$ cat src/rtl/zports_defines.svh
////////////////////////////////////////////////////////////////////////////
// z80 i/o port block defines
// port addresses, register bit positions and reset values
////////////////////////////////////////////////////////////////////////////

`ifndef ZPORTS_DEFINES_SVH
`define ZPORTS_DEFINES_SVH

// low address bytes of the decoded ports
`define PORT_FE       8'hFE     // border, beeper, keyboard
`define PORT_F6       8'hF6     // alias of #FE
`define PORT_FD       8'hFD     // #7FFD paging, #FFFD/#BFFD ay
`define PORT_F7       8'hF7     // #EFF7 pentagon-1m
`define PORT_KJOY     8'h1F     // kempston joystick
`define PORT_KMOUSE   8'hDF     // kempston mouse
`define PORT_CFG      8'hBF     // shadow, rom write, nmi
`define PORT_NMICLR   8'hBE     // write ends nmi

// #7FFD bits
`define P7FFD_LOCK_BIT      5   // 48k lock
`define P7FFD_ROM_BIT       4

// #EFF7 bits
`define PEFF7_BLOCK1M_BIT   2   // 1 = 1m paging off
`define PEFF7_RAM0_BIT      3   // ram page 0 in rom area

// #BF bits
`define CFG_SHADOW_BIT      0
`define CFG_ROMRW_BIT       1
`define CFG_NMI_BIT         3

// reset values
`define P7FFD_RST     8'h00
`define PEFF7_RST     8'h00
`define BORDER_RST    4'h0

// unmapped read
`define FLOAT_BYTE    8'hFF

`endif

$ cat src/rtl/zports_pkg.sv
////////////////////////////////////////////////////////////////////////////
// z80 i/o port block types
// widths of address, data, page number and border colour
////////////////////////////////////////////////////////////////////////////

`default_nettype none

package zports_pkg;

	// low address byte, selects the port
	typedef logic [7:0] port_addr_t;

	// data byte on the z80 bus
	typedef logic [7:0] io_byte_t;

	// pentagon-1m ram page, #7FFD 7..5 and 2..0
	typedef logic [5:0] mem_page_t;

	// bright bit + grb
	typedef logic [3:0] border_t;

endpackage

`default_nettype wire

$ cat src/rtl/zbus_if.sv
////////////////////////////////////////////////////////////////////////////
// qualified z80 i/o cycle
// one-cycle strobes plus address halves and data byte
////////////////////////////////////////////////////////////////////////////

`timescale 1ns/1ps
`default_nettype none

interface zbus_if;

	import zports_pkg::*;

	logic       port_wr;    // one zclk pulse per i/o write
	logic       port_rd;    // one zclk pulse per i/o read
	port_addr_t loa;        // a7..a0
	io_byte_t   a_hi;       // a15..a8
	io_byte_t   din;        // z80 data bus

	// strobe generator side
	modport source (
		output port_wr,
		output port_rd,
		output loa,
		output a_hi,
		output din
	);

	// register and decode blocks
	modport sink (
		input port_wr,
		input port_rd,
		input loa,
		input a_hi,
		input din
	);

endinterface

`default_nettype wire

$ cat src/rtl/io_strobe.sv
////////////////////////////////////////////////////////////////////////////
// i/o cycle detector
// turns iorq_n with rd_n/wr_n into single zclk read and write pulses
////////////////////////////////////////////////////////////////////////////

`timescale 1ns/1ps
`default_nettype none

`include "zports_defines.svh"

module io_strobe (
	input  logic                 zclk,
	input  logic                 rst_n,
	input  logic                 iorq_n,
	input  logic                 rd_n,
	input  logic                 wr_n,
	input  logic [15:0]          a,
	input  zports_pkg::io_byte_t din,
	zbus_if.source               bus
);

	import zports_pkg::*;

	logic iowr_now;     // write level, this cycle
	logic iord_now;
	logic iowr_lvl;     // write level, previous edge
	logic iord_lvl;
	logic port_wr_q;
	logic port_rd_q;

	assign iowr_now = ~(iorq_n | wr_n);
	assign iord_now = ~(iorq_n | rd_n);

	// pulse on the first edge a level is seen, then wait for it to drop
	always_ff @(posedge zclk or negedge rst_n)
	begin
		if (!rst_n)
		begin
			iowr_lvl  <= 1'b0;
			iord_lvl  <= 1'b0;
			port_wr_q <= 1'b0;
			port_rd_q <= 1'b0;
		end
		else
		begin
			iowr_lvl  <= iowr_now;
			iord_lvl  <= iord_now;
			port_wr_q <= iowr_now & ~iowr_lvl;  // rising level only
			port_rd_q <= iord_now & ~iord_lvl;
		end
	end

	assign bus.port_wr = port_wr_q;
	assign bus.port_rd = port_rd_q;

	// address and data go straight through
	assign bus.loa  = port_addr_t'(a[7:0]);
	assign bus.a_hi = io_byte_t'(a[15:8]);
	assign bus.din  = din;

	////////////////////////////////////////////////////////////////////////////
	// checks

	// a broken bus cycle with both rd_n and wr_n low must not reach the ports
	a_rd_wr_excl: assert property (@(posedge zclk) disable iff (!rst_n)
		!(port_wr_q && port_rd_q));

	// however long wr_n stays low, only one write pulse
	a_wr_single: assert property (@(posedge zclk) disable iff (!rst_n)
		port_wr_q |=> !port_wr_q);

endmodule

`default_nettype wire

$ cat src/rtl/port_decode.sv
////////////////////////////////////////////////////////////////////////////
// port decoder
// port hit flags, read-back mux and ay chip select
////////////////////////////////////////////////////////////////////////////

`timescale 1ns/1ps
`default_nettype none

`include "zports_defines.svh"

module port_decode (
	zbus_if.sink                 bus,
	input  logic                 iorq_n,
	input  logic                 rd_n,
	input  logic                 wr_n,
	input  logic                 shadow,
	input  zports_pkg::io_byte_t cfg_readback,
	input  logic [4:0]           keys_in,
	input  logic [4:0]           kj_in,
	input  zports_pkg::io_byte_t mus_in,
	input  logic                 tape_read,
	output logic                 porthit,
	output logic                 external_port,
	output logic                 dataout,
	output zports_pkg::io_byte_t dout,
	output logic                 ay_bc1,
	output logic                 ay_bdir
);

	import zports_pkg::*;

	logic pre_bc1;
	logic pre_bdir;

	// internal ports, drives iorq1_n/iorq2_n style gating outside
	always_comb
	begin
		case (bus.loa)
			`PORT_FE, `PORT_F6, `PORT_FD,
			`PORT_KMOUSE, `PORT_CFG, `PORT_NMICLR:
				porthit = 1'b1;
			`PORT_KJOY, `PORT_F7:
				porthit = ~shadow;   // hidden in shadow mode
			default:
				porthit = 1'b0;
		endcase
	end

	// ay sits on the external bus, #BFFD/#FFFD
	assign external_port = (bus.loa == `PORT_FD) & bus.a_hi[7];

	assign dataout = porthit & ~iorq_n & ~rd_n & ~external_port;

	////////////////////////////////////////////////////////////////////////////
	// read-back

	always_comb
	begin
		case (bus.loa)
			`PORT_FE, `PORT_F6:
				dout = {1'b1, tape_read, 1'b0, keys_in};
			`PORT_KJOY:
				dout = shadow ? io_byte_t'(`FLOAT_BYTE) : {3'b000, kj_in};
			`PORT_KMOUSE:
				dout = mus_in;
			`PORT_CFG:
				dout = cfg_readback;
			default:
				dout = `FLOAT_BYTE;  // #F7 and the rest float
		endcase
	end

	////////////////////////////////////////////////////////////////////////////
	// ay control

	always_comb
	begin
		pre_bc1  = 1'b0;
		pre_bdir = 1'b0;
		if (bus.loa == `PORT_FD)
		begin
			if (bus.a_hi[7:6] == 2'b11)         // #FFFD reg select / read
			begin
				pre_bc1  = 1'b1;
				pre_bdir = 1'b1;
			end
			else if (bus.a_hi[7:6] == 2'b10)    // #BFFD data write
			begin
				pre_bdir = 1'b1;
			end
		end
	end

	assign ay_bc1  = pre_bc1 & ~iorq_n & (~rd_n | ~wr_n);
	assign ay_bdir = pre_bdir & ~iorq_n & ~wr_n;

endmodule

`default_nettype wire

$ cat src/rtl/mem_paging.sv
////////////////////////////////////////////////////////////////////////////
// memory paging ports
// #7FFD 128k paging with 48k lock, #EFF7 pentagon-1m control
////////////////////////////////////////////////////////////////////////////

`timescale 1ns/1ps
`default_nettype none

`include "zports_defines.svh"

module mem_paging (
	input  logic                  zclk,
	input  logic                  rst_n,
	zbus_if.sink                  bus,
	input  logic                  shadow,
	output zports_pkg::io_byte_t  p7ffd,
	output zports_pkg::io_byte_t  peff7,
	output zports_pkg::mem_page_t pent1m_page,
	output logic                  pent1m_rom,
	output logic                  pent1m_1m_on,
	output logic                  pent1m_ram0_0
);

	import zports_pkg::*;

	io_byte_t p7ffd_raw;
	io_byte_t peff7_raw;
	logic     block1m;      // 1m paging off
	logic     lock_7ffd;
	logic     p7ffd_wr;
	logic     peff7_wr;

	assign block1m   = peff7_raw[`PEFF7_BLOCK1M_BIT];
	assign lock_7ffd = p7ffd_raw[`P7FFD_LOCK_BIT] & block1m;  // 48k lock only in 128k mode

	// #7FFD: a15=0
	assign p7ffd_wr = bus.port_wr & (bus.loa == `PORT_FD) & ~bus.a_hi[7] & ~lock_7ffd;
	// #EFF7: a8=1, a12=0, not in shadow mode
	assign peff7_wr = bus.port_wr & (bus.loa == `PORT_F7) & bus.a_hi[0] & ~bus.a_hi[4]
		& ~shadow;

	always_ff @(posedge zclk or negedge rst_n)
	begin
		if (!rst_n)
			p7ffd_raw <= `P7FFD_RST;
		else if (p7ffd_wr)
			p7ffd_raw <= bus.din;   // 2..0 page, 3 screen, 4 rom, 5 lock, 7..6 hi page
	end

	always_ff @(posedge zclk or negedge rst_n)
	begin
		if (!rst_n)
			peff7_raw <= `PEFF7_RST;
		else if (peff7_wr)
			peff7_raw <= bus.din;
	end

	// visible copies, 1m bits masked in 128k mode
	assign p7ffd = {(block1m ? 3'b000 : p7ffd_raw[7:5]), p7ffd_raw[4:0]};
	assign peff7 = block1m ? {peff7_raw[7], 1'b0, peff7_raw[5:4], 3'b000, peff7_raw[0]}
		: peff7_raw;

	assign pent1m_page   = {p7ffd_raw[7:5], p7ffd_raw[2:0]};
	assign pent1m_rom    = p7ffd_raw[`P7FFD_ROM_BIT];
	assign pent1m_1m_on  = ~block1m;
	assign pent1m_ram0_0 = peff7_raw[`PEFF7_RAM0_BIT];

	// locked #7FFD holds until #EFF7 reopens it
	a_lock_hold: assert property (@(posedge zclk) disable iff (!rst_n)
		lock_7ffd |=> $stable(p7ffd_raw));

endmodule

`default_nettype wire

$ cat src/rtl/sys_config.sv
////////////////////////////////////////////////////////////////////////////
// system config ports
// #BF config register, border, beeper and nmi-clear strobes
////////////////////////////////////////////////////////////////////////////

`timescale 1ns/1ps
`default_nettype none

`include "zports_defines.svh"

module sys_config (
	input  logic                 zclk,
	input  logic                 rst_n,
	zbus_if.sink                 bus,
	input  logic                 dos,
	output logic                 shadow,
	output zports_pkg::io_byte_t cfg_readback,
	output logic                 romrw_en,
	output logic                 set_nmi,
	output zports_pkg::border_t  border,
	output logic                 beeper_wr,
	output logic                 clr_nmi
);

	import zports_pkg::*;

	logic shadow_en;
	logic cfg_wr;
	logic border_wr;

	assign cfg_wr    = bus.port_wr & (bus.loa == `PORT_CFG);
	assign border_wr = bus.port_wr & ((bus.loa == `PORT_FE) | (bus.loa == `PORT_F6));

	// #BF write
	always_ff @(posedge zclk or negedge rst_n)
	begin
		if (!rst_n)
		begin
			shadow_en <= 1'b0;
			romrw_en  <= 1'b0;
			set_nmi   <= 1'b0;
		end
		else if (cfg_wr)
		begin
			shadow_en <= bus.din[`CFG_SHADOW_BIT];
			romrw_en  <= bus.din[`CFG_ROMRW_BIT];
			set_nmi   <= bus.din[`CFG_NMI_BIT];
		end
	end

	assign shadow = dos | shadow_en;    // shadow ports follow trdos too

	always_comb
	begin
		cfg_readback                  = '0;
		cfg_readback[`CFG_SHADOW_BIT] = shadow_en;
		cfg_readback[`CFG_ROMRW_BIT]  = romrw_en;
		cfg_readback[`CFG_NMI_BIT]    = set_nmi;
	end

	// border, bright from inverted a3
	always_ff @(posedge zclk or negedge rst_n)
	begin
		if (!rst_n)
			border <= `BORDER_RST;
		else if (border_wr)
			border <= {~bus.loa[3], bus.din[2:0]};
	end

	// strobes share the port_wr cycle
	assign beeper_wr = bus.port_wr & (bus.loa == `PORT_FE);    // not on #F6
	assign clr_nmi   = bus.port_wr & (bus.loa == `PORT_NMICLR);

endmodule

`default_nettype wire

$ cat src/rtl/zports_top.sv
////////////////////////////////////////////////////////////////////////////
// z80 i/o port block, zclk domain
////////////////////////////////////////////////////////////////////////////

`timescale 1ns/1ps
`default_nettype none

`include "zports_defines.svh"

module zports_top (
	input  logic                  zclk,
	input  logic                  rst_n,
	input  logic                  iorq_n,
	input  logic                  rd_n,
	input  logic                  wr_n,
	input  logic [15:0]           a,
	input  zports_pkg::io_byte_t  din,
	input  logic                  dos,
	input  logic [4:0]            keys_in,
	input  logic [4:0]            kj_in,
	input  zports_pkg::io_byte_t  mus_in,
	input  logic                  tape_read,
	output logic                  porthit,
	output logic                  external_port,
	output logic                  dataout,
	output zports_pkg::io_byte_t  dout,
	output logic                  ay_bc1,
	output logic                  ay_bdir,
	output zports_pkg::io_byte_t  p7ffd,
	output zports_pkg::io_byte_t  peff7,
	output zports_pkg::mem_page_t pent1m_page,
	output logic                  pent1m_rom,
	output logic                  pent1m_1m_on,
	output logic                  pent1m_ram0_0,
	output logic                  romrw_en,
	output logic                  set_nmi,
	output zports_pkg::border_t   border,
	output logic                  beeper_wr,
	output logic                  clr_nmi
);

	import zports_pkg::*;

	logic     shadow;
	io_byte_t cfg_readback;

	zbus_if bus ();

	io_strobe u_strobe (
		.zclk(zclk), .rst_n(rst_n),
		.iorq_n(iorq_n), .rd_n(rd_n), .wr_n(wr_n),
		.a(a), .din(din), .bus(bus)
	);

	port_decode u_decode (
		.bus(bus), .iorq_n(iorq_n), .rd_n(rd_n), .wr_n(wr_n),
		.shadow(shadow), .cfg_readback(cfg_readback),
		.keys_in(keys_in), .kj_in(kj_in), .mus_in(mus_in), .tape_read(tape_read),
		.porthit(porthit), .external_port(external_port), .dataout(dataout),
		.dout(dout), .ay_bc1(ay_bc1), .ay_bdir(ay_bdir)
	);

	mem_paging u_paging (
		.zclk(zclk), .rst_n(rst_n), .bus(bus), .shadow(shadow),
		.p7ffd(p7ffd), .peff7(peff7), .pent1m_page(pent1m_page),
		.pent1m_rom(pent1m_rom), .pent1m_1m_on(pent1m_1m_on),
		.pent1m_ram0_0(pent1m_ram0_0)
	);

	sys_config u_config (
		.zclk(zclk), .rst_n(rst_n), .bus(bus), .dos(dos),
		.shadow(shadow), .cfg_readback(cfg_readback),
		.romrw_en(romrw_en), .set_nmi(set_nmi), .border(border),
		.beeper_wr(beeper_wr), .clr_nmi(clr_nmi)
	);

endmodule

`default_nettype wire

$ cat config.mk
export PLATFORM = sky130hd
export DESIGN_NAME = zports_top
export DESIGN_NICKNAME = d
export VERILOG_FILES = /design/src/rtl/zports_pkg.sv /design/src/rtl/zbus_if.sv /design/src/rtl/io_strobe.sv /design/src/rtl/port_decode.sv /design/src/rtl/mem_paging.sv /design/src/rtl/sys_config.sv /design/src/rtl/zports_top.sv
export VERILOG_INCLUDE_DIRS = /design/src /design/src/rtl
export SDC_FILE = /design/constraint.sdc
export NUM_CORES = 1
export LEC_CHECK = 0
export BUFFER_PORTS_ARGS = -buffer_cell sky130_fd_sc_hd__buf_2
export CORE_ASPECT_RATIO = 1.25
export CORE_MARGIN = 8
export CORE_UTILIZATION = 39
export DETAILED_ROUTE_END_ITERATION = 6
export PLACE_DENSITY_LB_ADDON = 0.05
export SETUP_SLACK_MARGIN = 0.02
export SYNTH_ARGS = -nofsm -noshare
export SYNTH_HDL_FRONTEND = slang
export SYNTH_SLANG_ARGS = --single-unit
$ cat constraint.sdc
create_clock -name zclk -period 1.8 [get_ports zclk]
set_input_delay 0.18 -clock zclk [delete_from_list [all_inputs] [get_ports zclk]]
set_output_delay 0.18 -clock zclk [all_outputs]
set_load 0.005 [all_outputs]
==> results of run 1 <==
==> layout make-up <==
| class | instances | area share (%) |
|---|---|---|
| inverter | 4 | 0.686 |
| tap | 54 | 3.09 |
| timing repair buffer | 105 | 26.1 |
| multi-input combinational | 110 | 39.5 |
| clock buffer | 4 | 2.06 |
| sequential | 25 | 28.6 |
==> cell usage in the layout (no fill, tap or decap), types with 3 or more instances in the layout <==
cell type / count
mux2_2: 22
nor2_1: 7
nor3_2: 5
and3b_1: 3
buf_2: 89
nand3_1: 8
clkbuf_8: 3
dfrtp_1: 25
inv_1: 4
nor2b_1: 6
nand2_1: 10
nand4_1: 3
buf_4: 14
nor3_1: 4
o21ai_0: 4
==> repair_timing <==
item                       CTS  global route
pin swaps                    0             8
hold endpoints to repair    25             0
hold buffers                 1             0
gates resized for setup      1             8
setup endpoints to repair    2             6
==> kinds of logic (layout without fill, tap and decap cells) <==
| family | after synthesis | after routing | share of synthesized area (%) |
|---|---|---|---|
| simple gates | 61 | 61 | 24.3 |
| fa+ha+maj | 1 | 1 | 0.642 |
| mux | 23 | 23 | 16.6 |
| buf+inv | 18 | 113 | 6.90 |
| other cells | 1 | 1 | 0.240 |
| flops | 25 | 25 | 40.1 |
| xor+xnor | 1 | 1 | 0.561 |
| compound gates | 23 | 23 | 10.7 |
==> registers in the layout, indices dropped and copies added (netlist names) <==
register / count
u_paging.p7ffd_raw: 8
u_paging.peff7_raw: 8
u_config.border: 4
u_config.romrw_en: 1
u_config.set_nmi: 1
u_config.shadow_en: 1
u_strobe.bus.port_wr: 1
u_strobe.iowr_lvl: 1
==> worst register-to-register path: stages, from the launching register on <==
cell and delay, ps:
dfrtp_1 390, or2_2 350, nor4_4 260, buf_4 220
mux2_2 360
==> where the power goes <==
part	switching [mW]	total, mW	internal (mW)
Sequential	0.00685	0.578	0.571
Clock	0.159	0.316	0.158
Combinational	0.0903	0.172	0.0821
Total	0.256	1.07	0.811
==> synth_stat cells, types with 2 or more instances <==
cell type  count
a21oi_1        2
a222oi_1       2
a22o_1         2
a22oi_1        2
a31oi_1        2
and3b_1        3
buf_2          2
buf_4         10
clkbuf_1       2
dfrtp_1       25
inv_1          4
mux2_2        23
nand2_1       10
nand3_1        8
nand3b_1       2
nand4_1        3
nand4b_1       2
nor2_1         7
nor2b_1        6
nor3_1         7
nor3_2         2
nor4_1         2
o21ai_0        6
or2_2          2
==> how the worst min path moves through the flow <==
stage | to | slack (ps) | cells after the start
6_report | u_strobe.bus.port_wr | 110 | 2
5_1_grt | u_strobe.bus.port_wr | 110 | 2
2_1_floorplan | u_config.border[0] | -120 | 0
3_3_place_gp | u_paging.peff7_raw[4] | 190 | 1
4_1_cts | u_strobe.bus.port_wr | 100 | 2
3_5_place_dp | u_paging.peff7_raw[4] | 190 | 1
==> metal layers <==
| metal | track usage [%] | routed length, um | part of all wire (%) |
|---|---|---|---|
| met4 | 4.56 | 50 | 1.0 |
| met5 | 0 | 0 | 0 |
| met1 | 14.7 | 1860 | 38 |
| met2 | 28.7 | 2580 | 53 |
| met3 | 4.16 | 390 | 8.0 |
==> through the flow <==
step                setup slack [ps]  area [sq um]
finish                          86.9          2190
global route                    2.46          2190
CTS                             28.1          2160
detailed placement              93.8          2090
global placement                 105          2090
floorplan                       16.1          1560
==> impl_metrics.ini, run 1 <==
[status]
status = finished clean

[place]
dp_hpwl_um = 4020
placed_cells = 297
io_buffers = 89
place_congestion = 0.814

[detailed_routing]
wire_per_inst_um = 16.2
drt_iter0_drc = 40
drt-total-wl_um = 4880
drc = 0
vias_per_cell = 5.06
first_pass_iters = 4
postRouteAntennaNets = 0
via_count = 1529

[critical_path]
cpLargestDelayFamily = compound AO/OA/AOI/OAI gates
slowest_stage = a221o_1
cp_cell_sequence = buf_2 > and4_4 > and2_1 > buf_4 > a22o_1 > a221o_1 > buf_2
setup.worst_path.end = dout[1]
cp_max_fo = 7
r2r-start = u_config.shadow_en
slowest_delay_ps = 250
worstSetupStartpointType = input pin
r2r_slack_ps = 120
crit_arrival_ps = 1530
crit_required_ps = 1620
crit_buf_inv = 3
path_class = input pin to primary output
cp-end-kind = primary output
reg2regPathDepth = 4
path_depth = 7
crit_top_cell = buf_2
r2r-end = u_paging.peff7_raw[2]
crit_path_start = a[6]

[final_layout]
drive_gt1_share_pct = 57.7
final_cells = 302
seqCellArea_sq_um = 626
n_fill_cell = 394
nNetsFinal = 298
area.growth.synth_to_final_pct = 40.3
final_util_pct = 57.4
antennaDiodeCount = 0
multi_input_area_sq_um = 865

[timing]
final.setup_skew_ps = 1.27
setup_viol = 0
fin_tns_setup_ps = 0
rsz0062_at_grt = yes
period_share_pct = 95.2
slew_violations = 0
worst_pin_slew_ps = 546
whs_ps = 106
period_minus_slack_ps = 1710
maxSlewHeadroom_pct = 63.6
max_freq_mhz = 584
finalHoldViolations = 0

[floorplanning]
die_w_um = 72.6
rows = 25
dieArea_sq_um = 6290
coreArea_sq_um = 3820
ios = 95
initial_utilization_pct = 40.9
die_h_um = 86.7

[cts]
insertion_delay_ps = 260
cts-root-buf = clkbuf_8
clkTransAtPathRegs_ps = 80
cts_tree = done
cts_setup_buffers = 0
cts.sinks = 25
cts_buffers = 3
cts_buffer_depth = 2
cts-htree-levels = 1

[power]
leakagePower_nw = 1.17
p_total_mw = 1.07
pwr_density_cell_nw_per_um2 = 487
ir_drop_uv = 436

[global_routing]
grt-ovfl-total = 0
antenna_found_initial = 0
track_usage_pct = 14.9
grt_pass1_wl_um = 7660
grt_max_degree = 26
grt_pass1_vias = 1660

[yosys]
yosysUniqueCellTypes = 41
synth_edf_count = 0
yosysSeqAreaShare_pct = 40.1
yosys-top-cells-area = dfrtp_1 40%, mux2_2 17%, buf_4 4.8%
ys_warn_count = 0
syn-num-nets = 202
syn_area_per_cell_sq_um = 10.2
yosys.area.top_type = dfrtp_1
synth_flop_cell = dfrtp_1
async_flop_share_pct = 100
syn_area_sq_um = 1560
netlist_instances = 153
synth_seq_cells = 25
synth.top_cell.area_share_pct = 40.1

[hold_path]
hold_path_class = input pin to flop
hold_start = wr_n

[job]
maxCapViolations = 0
Note: power is estimated with default switching activity, not from simulation.
==> inputs of run 2 (changes only) <==
clock period = 1.5 ns   (was 1.8 ns; I/O delays follow)
==> impl_metrics.ini, run 2 (synthesis gave the netlist of run 1 again) <==
[cts]
cts-htree-levels = 1
cts_buffer_depth = 2
clkTransAtPathRegs_ps = 80
cts_buffers = 3
insertion_delay_ps = 260
cts-root-buf = clkbuf_8
cts.sinks = 25
cts_tree = done

[global_routing]
antenna_found_initial = 0
grt-ovfl-total = 0
grt_pass1_wl_um = 8130
grt_pass1_vias = 1747
track_usage_pct = 16.0
grt_max_degree = 26

[timing]
finalHoldViolations = 0
maxSlewHeadroom_pct = 63.8
slew_violations = 0
period_minus_slack_ps = 1690
final.setup_skew_ps = 1.98
setup_viol = 18
worst_pin_slew_ps = 544
max_freq_mhz = 591
period_share_pct = 113
rsz0062_at_grt = yes
postLayoutSetupSlackWorst_ps = -193

[hold_path]
hold_path_end = u_strobe.bus.port_wr
hold_start = wr_n
hold_path_class = input pin to flop
hold_path_depth = 2

[power]
pwr_density_cell_nw_per_um2 = 532
seqPwrFrac_pct = 51.6
intPower_mw = 1.01
ir_drop_uv = 566
leakagePower_nw = 1.36
pwr-share-comb_pct = 19.8
switchingPower_mw = 0.329
p_sw_share_pct = 24.5
p_total_mw = 1.34
clockPowerShare_pct = 28.6

[detailed_routing]
drt_iter0_drc = 27
postRouteAntennaNets = 0
wire_per_inst_um = 15.8
via_count = 1643
drt-total-wl_um = 5170
first_pass_iters = 4
drc = 0
vias_per_cell = 5.02

[final_layout]
final_util_pct = 66.1
reg.largest.list = u_paging.p7ffd_raw (8), u_paging.peff7_raw (8), u_config.border (4)
drive_gt1_share_pct = 67.0
area.growth.synth_to_final_pct = 61.7
final_common_cell = buf_2
nNetsFinal = 323
final_area_sq_um = 2520
layout_common_cells = 85 x buf_2, 38 x buf_4, 25 x dfrtp_1
final_cells = 327
antennaDiodeCount = 0
n_fill_cell = 354

[floorplanning]
rows = 25
ios = 95
coreArea_sq_um = 3820
die_w_um = 72.6
die_h_um = 86.7
initial_utilization_pct = 40.9
dieArea_sq_um = 6290

[critical_path]
cp_max_fo = 5
cpLargestDelayFamily = flip-flops
crit_arrival_ps = 1540
r2r-end = u_paging.peff7_raw[6]
reg2regPathDepth = 4
path_class = flop to primary output
r2r-start = u_config.shadow_en
worstSetupStartpointType = flop
cp-end-kind = primary output
crit_required_ps = 1350
slowest_delay_ps = 410
cp_cell_sequence = buf_6 > buf_4 > nor2_4 > nand3b_1 > a221o_1 > buf_2
crit_buf_inv = 3
slowest_stage = dfrtp_1
r2r_slack_ps = -50

[place]
placed_cells = 317
dp_hpwl_um = 4220
post_dp_cell_area_sq_um = 2290
place_congestion = 0.809
io_buffers = 89

[status]
status = complete, but fails checks
violations = setup timing

[job]
maxCapViolations = 0
[run 2: worst register-to-register path: stages, from the launching register on]
cell and delay (ps):
dfrtp_1 410, or2_4 260, nor4_4 260, buf_6 200, mux2_4 310
[run 2: what timing repair did]
item,CTS,global route
hold buffers,1,0
endpoints found under the hold margin,25,0
setup endpoints to repair,18,18
pin swaps,14,11
buffers inserted,0,5
resized for setup,26,13
[run 2: worst max path at each step]
stage | endpoint | startpoint | cells past startpoint | slack, ps
detailed placement | u_paging.peff7_raw[6] | u_config.shadow_en | 4 | -70
finish | dout[1] | u_config.shadow_en | 6 | -190
CTS | dout[0] | u_config.shadow_en | 6 | -190
global route | dout[3] | u_config.shadow_en | 6 | -280
global placement | u_paging.peff7_raw[7] | u_config.shadow_en | 4 | -40
floorplan | u_paging.peff7_raw[0] | u_config.shadow_en | 4 | -240
[run 2: power groups by stage]
stage	Clock (mW)	Combinational (mW)	Sequential [mW]
finish	0.384	0.266	0.693
global placement	0	0.228	0.705
floorplan	0	0.0827	0.707
global route	0.431	0.289	0.694
detailed placement	0	0.234	0.706
CTS	0.401	0.252	0.693
[run 2: final cells by class]
type	instances	area (sq um)	area share (%)
Sequential cell	25	626	24.8
Inverter	4	15.0	0.595
Timing Repair Buffer	130	797	31.6
Tap cell	54	67.6	2.68
Multi-Input combinational cell	110	972	38.5
Clock buffer	4	45.0	1.79
[run 2: metrics by stage]
stage / setup TNS [ps] / hold slack (ps) / setup slack, ps
floorplan: -1890 / -146 / -243
global placement: -539 / 153 / -41.5
detailed placement: -751 / 168 / -72.0
global route: -2320 / 62.0 / -280
finish: -1430 / 70.6 / -193
CTS: -1690 / 64.7 / -194
[run 2: layer usage]
layer	track usage (%)	wire length, um	vias up	part of all wire [%]
li1	-	-	799	-
met1	15.8	1900	780	37
met2	30.8	2830	56	55
met3	3.58	331	8	6.4
met4	6.20	109	0	2.1
met5	0	0	-	0
